<file path="config.mk">
export PLATFORM = sky130hd
export DESIGN_NAME = cipher_accel_top
export DESIGN_NICKNAME = d
export VERILOG_FILES = /design/src/hw/accel_ctrl_pkg.sv /design/src/hw/cipher_pkg.sv /design/src/hw/mem_stream_if.sv /design/src/hw/cipher_accel_top.sv /design/src/hw/xtea_engine.sv /design/src/hw/word_streamer.sv /design/src/hw/block_fsm.sv /design/src/hw/accel_regfile.sv
export SDC_FILE = /design/constraint.sdc
export NUM_CORES = 2
export LEC_CHECK = 0
export ABC_AREA = 1
export CELL_PAD_IN_SITES_DETAIL_PLACEMENT = 1
export CELL_PAD_IN_SITES_GLOBAL_PLACEMENT = 1
export CORE_ASPECT_RATIO = 0.7
export CORE_MARGIN = 10
export CORE_UTILIZATION = 37
export DETAILED_ROUTE_END_ITERATION = 6
export DONT_BUFFER_PORTS = 1
export GPL_ROUTABILITY_DRIVEN = 0
export PLACE_DENSITY = 0.61
export SETUP_SLACK_MARGIN = 0.5
export SYNTH_ARGS = -nofsm -noshare
export SYNTH_HDL_FRONTEND = slang
export SYNTH_SLANG_ARGS = --single-unit
</file>
<file path="constraint.sdc">
create_clock -name clk -period 20.7 [get_ports clk]
set_clock_uncertainty 0.05 [all_clocks]
set_input_delay 1.035 -clock clk [delete_from_list [all_inputs] [get_ports clk]]
set_output_delay 1.035 -clock clk [all_outputs]
set_load 0.005 [all_outputs]
</file>
<file path="src/hw/accel_ctrl_pkg.sv">
package accel_ctrl_pkg;

  // Memory side address width
  localparam int ADDR_W = 32;

  // Host side register address width
  localparam int REG_ADDR_W = 5;

  // Register map
  localparam logic [REG_ADDR_W-1:0] REG_CTRL   = 5'h00;
  localparam logic [REG_ADDR_W-1:0] REG_STATUS = 5'h04;
  localparam logic [REG_ADDR_W-1:0] REG_SRC    = 5'h08;
  localparam logic [REG_ADDR_W-1:0] REG_DST    = 5'h0C;
  localparam logic [REG_ADDR_W-1:0] REG_KEY0   = 5'h10;
  localparam logic [REG_ADDR_W-1:0] REG_KEY1   = 5'h14;
  localparam logic [REG_ADDR_W-1:0] REG_KEY2   = 5'h18;
  localparam logic [REG_ADDR_W-1:0] REG_KEY3   = 5'h1C;

  // Job sequencer states
  typedef enum logic [2:0] {
    IDLE,
    LOAD,
    LOAD_WAIT,
    CIPHER,
    CIPHER_WAIT,
    STORE,
    STORE_WAIT,
    FINISH
  } fsm_state_t;

endpackage

</file>
<file path="src/hw/cipher_pkg.sv">
package cipher_pkg;

  // One memory word
  typedef logic [31:0] word_t;

  // Cycles of the XTEA core, one full Feistel cycle each
  localparam int XTEA_ROUNDS = 32;

  // Key-schedule constant
  localparam word_t XTEA_DELTA = 32'h9E37_79B9;

  // Words per cipher block
  localparam int BLOCK_WORDS = 4;

  // Key words, index 0 is KEY0
  typedef word_t [3:0] key_t;

  // A block is read from memory as four words and ciphered as two
  // 64-bit lanes. Lane 0 holds words 0 and 1, lane 1 holds words 2 and 3.
  // Inside a lane the lower word is v0 and the upper word is v1.
  typedef union packed {
    word_t [BLOCK_WORDS-1:0] words;
    logic [1:0][63:0]        halves;
  } block_u;

endpackage
</file>
<file path="src/hw/mem_stream_if.sv">
`timescale 1ns/10ps

interface mem_stream_if;
  import accel_ctrl_pkg::*;
  import cipher_pkg::*;

  // Transfer request from the sequencer
  logic              start;
  logic              write;
  logic [ADDR_W-1:0] addr;
  word_t             wdata;

  // Streamer side, rdata is valid with done on reads
  logic              ready;
  word_t             rdata;
  logic              done;

  modport ctrl (
    output start, write, addr, wdata,
    input  ready, rdata, done
  );

  modport streamer (
    input  start, write, addr, wdata,
    output ready, rdata, done
  );

endinterface

</file>
<file path="src/hw/cipher_accel_top.sv">
`timescale 1ns/10ps

module cipher_accel_top (
  input  logic                                  clk,
  input  logic                                  reset_n,
  input  logic [accel_ctrl_pkg::REG_ADDR_W-1:0] s_awaddr_i,
  input  logic                                  s_awvalid_i,
  output logic                                  s_awready_o,
  input  cipher_pkg::word_t                     s_wdata_i,
  input  logic                                  s_wvalid_i,
  output logic                                  s_wready_o,
  output logic                                  s_bvalid_o,
  input  logic                                  s_bready_i,
  input  logic [accel_ctrl_pkg::REG_ADDR_W-1:0] s_araddr_i,
  input  logic                                  s_arvalid_i,
  output logic                                  s_arready_o,
  output cipher_pkg::word_t                     s_rdata_o,
  output logic                                  s_rvalid_o,
  input  logic                                  s_rready_i,
  output logic                                  mem_req_o,
  output logic                                  mem_we_o,
  output logic [accel_ctrl_pkg::ADDR_W-1:0]     mem_addr_o,
  output cipher_pkg::word_t                     mem_wdata_o,
  input  logic                                  mem_gnt_i,
  input  logic                                  mem_rvalid_i,
  input  cipher_pkg::word_t                     mem_rdata_i,
  output logic                                  done_o
);
  import accel_ctrl_pkg::*;
  import cipher_pkg::*;

  logic              start;
  logic              busy;
  logic              engine_start;
  logic              engine_done;
  logic [ADDR_W-1:0] src_addr;
  logic [ADDR_W-1:0] dst_addr;
  key_t              cfg_key;
  key_t              engine_key;
  block_u            engine_block;
  block_u            engine_result;

  mem_stream_if stream ();

  accel_regfile u_regfile (
    .clk         (clk),
    .reset_n     (reset_n),
    .s_awaddr_i  (s_awaddr_i),
    .s_awvalid_i (s_awvalid_i),
    .s_awready_o (s_awready_o),
    .s_wdata_i   (s_wdata_i),
    .s_wvalid_i  (s_wvalid_i),
    .s_wready_o  (s_wready_o),
    .s_bvalid_o  (s_bvalid_o),
    .s_bready_i  (s_bready_i),
    .s_araddr_i  (s_araddr_i),
    .s_arvalid_i (s_arvalid_i),
    .s_arready_o (s_arready_o),
    .s_rdata_o   (s_rdata_o),
    .s_rvalid_o  (s_rvalid_o),
    .s_rready_i  (s_rready_i),
    .busy_i      (busy),
    .job_done_i  (done_o),
    .start_o     (start),
    .src_addr_o  (src_addr),
    .dst_addr_o  (dst_addr),
    .key_o       (cfg_key)
  );

  block_fsm u_fsm (
    .clk            (clk),
    .reset_n        (reset_n),
    .start_i        (start),
    .src_addr_i     (src_addr),
    .dst_addr_i     (dst_addr),
    .key_i          (cfg_key),
    .busy_o         (busy),
    .job_done_o     (done_o),
    .stream         (stream.ctrl),
    .engine_start_o (engine_start),
    .block_o        (engine_block),
    .key_o          (engine_key),
    .engine_done_i  (engine_done),
    .result_i       (engine_result)
  );

  word_streamer u_streamer (
    .clk          (clk),
    .reset_n      (reset_n),
    .stream       (stream.streamer),
    .mem_req_o    (mem_req_o),
    .mem_we_o     (mem_we_o),
    .mem_addr_o   (mem_addr_o),
    .mem_wdata_o  (mem_wdata_o),
    .mem_gnt_i    (mem_gnt_i),
    .mem_rvalid_i (mem_rvalid_i),
    .mem_rdata_i  (mem_rdata_i)
  );

  xtea_engine u_engine (
    .clk      (clk),
    .reset_n  (reset_n),
    .start_i  (engine_start),
    .block_i  (engine_block),
    .key_i    (engine_key),
    .done_o   (engine_done),
    .result_o (engine_result)
  );

endmodule

</file>
<file path="src/hw/xtea_engine.sv">
`timescale 1ns/10ps

module xtea_engine (
  input  logic               clk,
  input  logic               reset_n,
  input  logic               start_i,
  input  cipher_pkg::block_u block_i,
  input  cipher_pkg::key_t   key_i,
  output logic               done_o,
  output cipher_pkg::block_u result_o
);
  import cipher_pkg::*;

  localparam int RND_W = $clog2(XTEA_ROUNDS);

  block_u           lanes_q, lanes_d;
  key_t             key_q;
  word_t            sum_q, sum_next;
  logic [RND_W-1:0] round_q;
  logic             running_q;

  // XTEA mixing term
  function automatic word_t mix(input word_t v);
    return ((v << 4) ^ (v >> 5)) + v;
  endfunction

  assign sum_next = sum_q + XTEA_DELTA;

  // One full cycle on both lanes, second half-step uses the updated v0
  always_comb begin
    word_t v0;
    word_t v1;
    lanes_d = lanes_q;
    for (int l = 0; l < 2; l++) begin
      v0 = lanes_q.halves[l][31:0];
      v1 = lanes_q.halves[l][63:32];
      v0 = v0 + (mix(v1) ^ (sum_q + key_q[sum_q[1:0]]));
      v1 = v1 + (mix(v0) ^ (sum_next + key_q[sum_next[12:11]]));
      lanes_d.halves[l] = {v1, v0};
    end
  end

  always_ff @(posedge clk or negedge reset_n) begin
    if (!reset_n) begin
      running_q <= 1'b0;
      round_q   <= '0;
      done_o    <= 1'b0;
    end else begin
      done_o <= 1'b0;
      if (start_i) begin
        running_q <= 1'b1;
        round_q   <= '0;
      end else if (running_q) begin
        round_q <= round_q + 1'b1;
        // Last cycle, result is in lanes_q with done
        if (round_q == RND_W'(XTEA_ROUNDS - 1)) begin
          running_q <= 1'b0;
          done_o    <= 1'b1;
        end
      end
    end
  end

  always_ff @(posedge clk) begin
    if (start_i) begin
      lanes_q <= block_i;
      key_q   <= key_i;
      sum_q   <= '0;
    end else if (running_q) begin
      lanes_q <= lanes_d;
      sum_q   <= sum_next;
    end
  end

  assign result_o = lanes_q;

endmodule

</file>
<file path="src/hw/word_streamer.sv">
`timescale 1ns/10ps

module word_streamer (
  input  logic                              clk,
  input  logic                              reset_n,
  mem_stream_if.streamer                    stream,
  output logic                              mem_req_o,
  output logic                              mem_we_o,
  output logic [accel_ctrl_pkg::ADDR_W-1:0] mem_addr_o,
  output cipher_pkg::word_t                 mem_wdata_o,
  input  logic                              mem_gnt_i,
  input  logic                              mem_rvalid_i,
  input  cipher_pkg::word_t                 mem_rdata_i
);

  typedef enum logic [1:0] {ST_IDLE, ST_REQ, ST_RESP} st_t;

  st_t state_q;

  always_ff @(posedge clk or negedge reset_n) begin
    if (!reset_n) begin
      state_q     <= ST_IDLE;
      stream.done <= 1'b0;
    end else begin
      stream.done <= 1'b0;
      case (state_q)
        ST_IDLE: if (stream.start) state_q <= ST_REQ;
        ST_REQ: begin
          if (mem_gnt_i) begin
            // Writes finish on grant, reads wait for rvalid
            state_q     <= mem_we_o ? ST_IDLE : ST_RESP;
            stream.done <= mem_we_o;
          end
        end
        ST_RESP: begin
          if (mem_rvalid_i) begin
            state_q     <= ST_IDLE;
            stream.done <= 1'b1;
          end
        end
        default: state_q <= ST_IDLE;
      endcase
    end
  end

  // Request payload held until grant
  always_ff @(posedge clk) begin
    if (state_q == ST_IDLE && stream.start) begin
      mem_we_o    <= stream.write;
      mem_addr_o  <= stream.addr;
      mem_wdata_o <= stream.wdata;
    end
    if (state_q == ST_RESP && mem_rvalid_i)
      stream.rdata <= mem_rdata_i;
  end

  assign mem_req_o    = (state_q == ST_REQ);
  assign stream.ready = (state_q == ST_IDLE);

endmodule

</file>
<file path="src/hw/block_fsm.sv">
`timescale 1ns/10ps

module block_fsm (
  input  logic                              clk,
  input  logic                              reset_n,
  input  logic                              start_i,
  input  logic [accel_ctrl_pkg::ADDR_W-1:0] src_addr_i,
  input  logic [accel_ctrl_pkg::ADDR_W-1:0] dst_addr_i,
  input  cipher_pkg::key_t                  key_i,
  output logic                              busy_o,
  output logic                              job_done_o,
  mem_stream_if.ctrl                        stream,
  output logic                              engine_start_o,
  output cipher_pkg::block_u                block_o,
  output cipher_pkg::key_t                  key_o,
  input  logic                              engine_done_i,
  input  cipher_pkg::block_u                result_i
);
  import accel_ctrl_pkg::*;
  import cipher_pkg::*;

  localparam int CNT_W = $clog2(BLOCK_WORDS);

  fsm_state_t        state_q, state_d;
  logic [CNT_W-1:0]  word_cnt_q;
  logic              last_word;
  logic [ADDR_W-1:0] src_q, dst_q;
  block_u            block_q;
  key_t              key_q;

  assign last_word = (word_cnt_q == CNT_W'(BLOCK_WORDS - 1));

  always_comb begin
    state_d = state_q;
    case (state_q)
      IDLE:        if (start_i) state_d = LOAD;
      LOAD:        if (stream.ready) state_d = LOAD_WAIT;
      LOAD_WAIT:   if (stream.done) state_d = last_word ? CIPHER : LOAD;
      CIPHER:      state_d = CIPHER_WAIT;
      CIPHER_WAIT: if (engine_done_i) state_d = STORE;
      STORE:       if (stream.ready) state_d = STORE_WAIT;
      STORE_WAIT:  if (stream.done) state_d = last_word ? FINISH : STORE;
      FINISH:      state_d = IDLE;
      default:     state_d = IDLE;
    endcase
  end

  always_ff @(posedge clk or negedge reset_n) begin
    if (!reset_n) begin
      state_q    <= IDLE;
      word_cnt_q <= '0;
    end else begin
      state_q <= state_d;
      // Counter wraps after the fourth word of each phase
      if (state_q == IDLE || state_q == CIPHER)
        word_cnt_q <= '0;
      else if (stream.done)
        word_cnt_q <= word_cnt_q + 1'b1;
    end
  end

  // Job snapshot and block assembly
  always_ff @(posedge clk) begin
    if (state_q == IDLE && start_i) begin
      src_q <= src_addr_i;
      dst_q <= dst_addr_i;
      key_q <= key_i;
    end
    if (state_q == LOAD_WAIT && stream.done)
      block_q.words[word_cnt_q] <= stream.rdata;
    if (state_q == CIPHER_WAIT && engine_done_i)
      block_q <= result_i;
  end

  assign busy_o         = (state_q != IDLE);
  assign job_done_o     = (state_q == FINISH);
  assign engine_start_o = (state_q == CIPHER);
  assign block_o        = block_q;
  assign key_o          = key_q;

  // Word address is base plus four times the counter
  assign stream.start = (state_q == LOAD || state_q == STORE) && stream.ready;
  assign stream.write = (state_q == STORE);
  assign stream.addr  = (stream.write ? dst_q : src_q)
                        + {{(ADDR_W-CNT_W-2){1'b0}}, word_cnt_q, 2'b00};
  assign stream.wdata = block_q.words[word_cnt_q];

endmodule

</file>
<file path="src/hw/accel_regfile.sv">
`timescale 1ns/10ps

module accel_regfile (
  input  logic                                clk,
  input  logic                                reset_n,
  input  logic [accel_ctrl_pkg::REG_ADDR_W-1:0] s_awaddr_i,
  input  logic                                s_awvalid_i,
  output logic                                s_awready_o,
  input  cipher_pkg::word_t                   s_wdata_i,
  input  logic                                s_wvalid_i,
  output logic                                s_wready_o,
  output logic                                s_bvalid_o,
  input  logic                                s_bready_i,
  input  logic [accel_ctrl_pkg::REG_ADDR_W-1:0] s_araddr_i,
  input  logic                                s_arvalid_i,
  output logic                                s_arready_o,
  output cipher_pkg::word_t                   s_rdata_o,
  output logic                                s_rvalid_o,
  input  logic                                s_rready_i,
  input  logic                                busy_i,
  input  logic                                job_done_i,
  output logic                                start_o,
  output logic [accel_ctrl_pkg::ADDR_W-1:0]   src_addr_o,
  output logic [accel_ctrl_pkg::ADDR_W-1:0]   dst_addr_o,
  output cipher_pkg::key_t                    key_o
);
  import accel_ctrl_pkg::*;
  import cipher_pkg::*;

  logic  wr_fire;
  logic  rd_fire;
  logic  start_req;
  logic  done_q;
  word_t rd_word;

  // Write takes AW and W together, one at a time
  assign wr_fire     = s_awvalid_i && s_wvalid_i && !s_bvalid_o;
  assign s_awready_o = wr_fire;
  assign s_wready_o  = wr_fire;

  assign s_arready_o = !s_rvalid_o;
  assign rd_fire     = s_arvalid_i && s_arready_o;

  // Start pulse already in flight counts as busy too
  assign start_req = wr_fire && (s_awaddr_i == REG_CTRL) && s_wdata_i[0]
                     && !busy_i && !start_o;

  always_ff @(posedge clk or negedge reset_n) begin
    if (!reset_n) begin
      s_bvalid_o <= 1'b0;
      s_rvalid_o <= 1'b0;
      start_o    <= 1'b0;
      done_q     <= 1'b0;
    end else begin
      start_o <= start_req;
      if (wr_fire)
        s_bvalid_o <= 1'b1;
      else if (s_bready_i)
        s_bvalid_o <= 1'b0;
      if (rd_fire)
        s_rvalid_o <= 1'b1;
      else if (s_rready_i)
        s_rvalid_o <= 1'b0;
      // Sticky done, cleared by the next accepted start
      if (start_req)
        done_q <= 1'b0;
      else if (job_done_i)
        done_q <= 1'b1;
    end
  end

  always_ff @(posedge clk) begin
    if (wr_fire) begin
      case (s_awaddr_i)
        REG_SRC:  src_addr_o <= s_wdata_i;
        REG_DST:  dst_addr_o <= s_wdata_i;
        REG_KEY0: key_o[0]   <= s_wdata_i;
        REG_KEY1: key_o[1]   <= s_wdata_i;
        REG_KEY2: key_o[2]   <= s_wdata_i;
        REG_KEY3: key_o[3]   <= s_wdata_i;
        default:  ;
      endcase
    end
    if (rd_fire)
      s_rdata_o <= rd_word;
  end

  // Read decode, CTRL and holes read zero
  always_comb begin
    case (s_araddr_i)
      REG_STATUS: rd_word = {30'd0, done_q, busy_i | start_o};
      REG_SRC:    rd_word = src_addr_o;
      REG_DST:    rd_word = dst_addr_o;
      REG_KEY0:   rd_word = key_o[0];
      REG_KEY1:   rd_word = key_o[1];
      REG_KEY2:   rd_word = key_o[2];
      REG_KEY3:   rd_word = key_o[3];
      default:    rd_word = '0;
    endcase
  end

endmodule

</file>
==> flow_summary.toml <==
[worst_setup_path]
critical_path.most_common_cell = "sky130_fd_sc_hd__nand2_1"
cp.arrival_ns = 13.66
worst_setup_path_startpoint = "u_engine.sum_q[1]$_SDFFE_PP0P_"
timing.critical_path.to = "u_engine.result_o[127]$_DFFE_PP_"
timing.reg2reg.setup_slack_ns = 7.46
reg2reg_depth = 49
max_stage_delay_ns = 0.79
rr_endpoint = "u_engine.result_o[127]$_DFFE_PP_"
crit_path_max_fanout = 22
worstReg2RegStart = "u_engine.sum_q[1]$_SDFFE_PP0P_"
critPathRequiredTime_ns = 21.12
timing.critical_path.to_type = "flip-flop"
critical_path_class = "reg2reg"
worst_setup_path_start_kind = "flip-flop"
critical-path-slowest-cell = "sky130_fd_sc_hd__dfxtp_1"

[yosys]
synth_compound_gate_area_share_pct = 12.97
synth_area_leaders = "sky130_fd_sc_hd__edfxtp_1 (48%), sky130_fd_sc_hd__ha_1 (7.5%), sky130_fd_sc_hd__nand2_1 (7.2%)"
synth_warnings = 0
ys_async_sr_fraction_pct = 2.004
synth-adder-area-share_pct = 7.902
syn_area_per_cell_um2 = 9.412
synth_common_cells = "sky130_fd_sc_hd__nand2_1 (1072), sky130_fd_sc_hd__edfxtp_1 (897), sky130_fd_sc_hd__inv_1 (657)"
netlist.area_leader.share_pct = 47.98
synth.distinct_cells = 68
muxShareOfSynthArea_pct = 0.2496
synth_xor_xnor_area_share_pct = 8.094
yosysSeqAreaShare_pct = 49.96
post-synth-top-area-cell = "sky130_fd_sc_hd__edfxtp_1"
synth-edff-count = 897
synth_top_flop_cell = "sky130_fd_sc_hd__edfxtp_1"
postSynthCellCount = 5965
dominant_combinational_cell_family_by_area_after_synthesis = "simple AND/OR/NAND/NOR gates"
syn_area_mm2 = 0.05615
yosysMostFrequentCell = "sky130_fd_sc_hd__nand2_1"
synth-simple-area-share_pct = 15.17
synthesized_net_count = 6396
ys_seq_elements = 948

[clock_tree]
root_buffer_cell = "sky130_fd_sc_hd__clkbuf_16"
cts.reportedPaths.clkPinSlew_ns = 0.07
cts.repair.resized = 0
cts_sinks = 948
cts_tree = "built"
worstSkewPairLatency_ns = 0.76
cts_setup_buffers = 0
clk_path_buf_depth = 3
tritoncts.num_buffers = 102
h-tree-depth = 3

[sta]
setup_tns_ns = 0
rsz0062_at_grt = "no"
post-route-period-util_pct = 63.95
finalCriticalPeriod_ns = 13.24
hold_viol = 0
maxClockFrequency_mhz = 75.54
max_slew_margin_pct = 0.5042
setup_viol = 0
worst_pin_slew_ns = 1.477
drv_slew = 0

[routing]
detail-route-antenna-nets = 0
drt_wl_total_um = 225300
drt_drc_violations_left = 0
vias_per_cell = 5.695
vias = 45850
drtIter0Drc = 5499
drt_first_pass_iters = 5
wl_per_cell_um = 27.98

[die]
start_util_pct = 37.30
fp.coreArea_mm2 = 0.1505
die-height_um = 345.9
die_w_um = 485.6
pin_count = 187
std_cell_rows = 119
die-area_mm2 = 0.1680

[placed_design]
placement.cell_area_mm2 = 0.05863
post-dp-hpwl_um = 173600
numPortBuffers = 0

[grt]
antenna_violations_before_repair = 12
grt_usage_pct = 25.84
grt_first_pass_wirelength_um = 323000
grt_max_degree = 207
grt_overflow_total = 0
number_of_global_route_vias_before_repair = 44790

[status]
status = "finished, violations left"
violations = "capacitance limit"

[run]
drv.max_cap_violation_count = 1

[final_layout]
area_growth_syn_to_layout_pct = 10.78
fin_nets = 6394
final_design_area_no_fill_mm2 = 0.06220
share_of_cells_above_drive_strength_1_pct = 5.587

[worst_hold_path]
hp-class = "in2async"
## kinds of logic after synthesis
family                     Yosys count
AOI/OAI and AO/OA                 1306
xor gates and xnor gates           518
adders and majority gates          348
buffers and inverters              838
DFF                                948
muxes                               14
and+or+nand+nor                   1993
## worst min path at each step
stage | from | end | cells after the start
2_1_floorplan | u_fsm.key_o[0]$_DFFE_PP_ | u_engine.key_q[0]$_DFFE_PP_ | 0
3_3_place_gp | u_fsm.key_o[118]$_DFFE_PP_ | u_engine.key_q[118]$_DFFE_PP_ | 0
3_5_place_dp | u_fsm.key_o[11]$_DFFE_PP_ | u_engine.key_q[11]$_DFFE_PP_ | 0
4_1_cts | reset_n | u_regfile.s_bvalid_o$_DFFE_PN0P_ | 1
5_1_grt | reset_n | u_regfile.s_rvalid_o$_DFFE_PN0P_ | 1
6_report | reset_n | u_regfile.s_rvalid_o$_DFFE_PN0P_ | 1
## worst max-delay path, delay by kind of cell, from the launching register on
kind            cells  cell delay (ns)
xor+xnor            5             2.02
compound gates     14             4.75
simple gates       19             2.66
buf+inv             6             0.94
flops               1             0.79
fa+ha+maj           5             1.72
## stage by stage
stage          utilization, %  std cells  setup WS [ns]  hold WS, ns
2_1_floorplan               -       5965          11.26       0.3503
3_3_place_gp            38.95       7854          8.233       0.3506
3_5_place_dp            38.95       7854          8.310       0.3556
4_1_cts                 41.31       8046          8.251     0.002401
5_1_grt                 41.31       8046          7.204     0.007241
6_report                41.32       8052          7.463      0.04619
## area by class of cell
cell class                 instances  area [µm²]
timing repair buffer              65       525.5
multi-input combinational       4179       25070
sequential                       948       28050
clock inverter                    61       705.7
clock buffer                     130        2821
fill                           17120       88330
inverter                         667        2511
antenna                            6       15.01
tap                             1996        2497
## flip-flops by register name (all words and copies together) (netlist names), 2 cells and up
signal / flops
u_regfile.src_addr_o: 32
u_streamer.state_q: 2
u_regfile.key_o: 128
u_fsm.state_q: 3
u_engine.result_o: 128
u_fsm.src_q: 32
u_fsm.dst_q: 32
u_fsm.word_cnt_q: 2
u_engine.round_q: 5
u_regfile.s_rdata_o: 32
u_engine.sum_q: 32
u_regfile.dst_addr_o: 32
u_fsm.block_o: 128
u_streamer.stream.rdata: 32
u_engine.key_q: 128
u_streamer.mem_wdata_o: 32
u_fsm.key_o: 128
u_streamer.mem_addr_o: 32
## metal layers
| metal | global-route usage (%) | vias up | part of all wire (%) |
|---|---|---|---|
| li1 | - | 20740 | - |
| met1 | 40.44 | 23120 | 49 |
| met2 | 35.53 | 1753 | 40 |
| met3 | 5.999 | 238 | 8.9 |
| met4 | 5.516 | 4 | 2.0 |
| met5 | 0 | - | 0.012 |
## cells in the final DEF, fill, tap and decap left out, types with 62 or more instances in the layout
cell type,netlist,layout
sky130_fd_sc_hd__xnor2_1,141,141
sky130_fd_sc_hd__nand4_1,70,70
sky130_fd_sc_hd__o21ai_0,586,581
sky130_fd_sc_hd__nand2_1,1072,1072
sky130_fd_sc_hd__a21oi_1,390,390
sky130_fd_sc_hd__buf_4,2,62
sky130_fd_sc_hd__inv_1,657,654
sky130_fd_sc_hd__nor2_1,366,357
sky130_fd_sc_hd__ha_1,337,337
sky130_fd_sc_hd__edfxtp_1,897,897
sky130_fd_sc_hd__xor2_1,376,376
sky130_fd_sc_hd__nand3_1,323,322
sky130_fd_sc_hd__clkbuf_16,0,105
## what timing repair did
action	CTS	global route
endpoints found under the hold margin	19	0
hold buffers	1	0
endpoints found under the setup margin	0	0
Power is not shown: default switching activity piles up to over one toggle a cycle in this logic, so the estimate is an artifact.
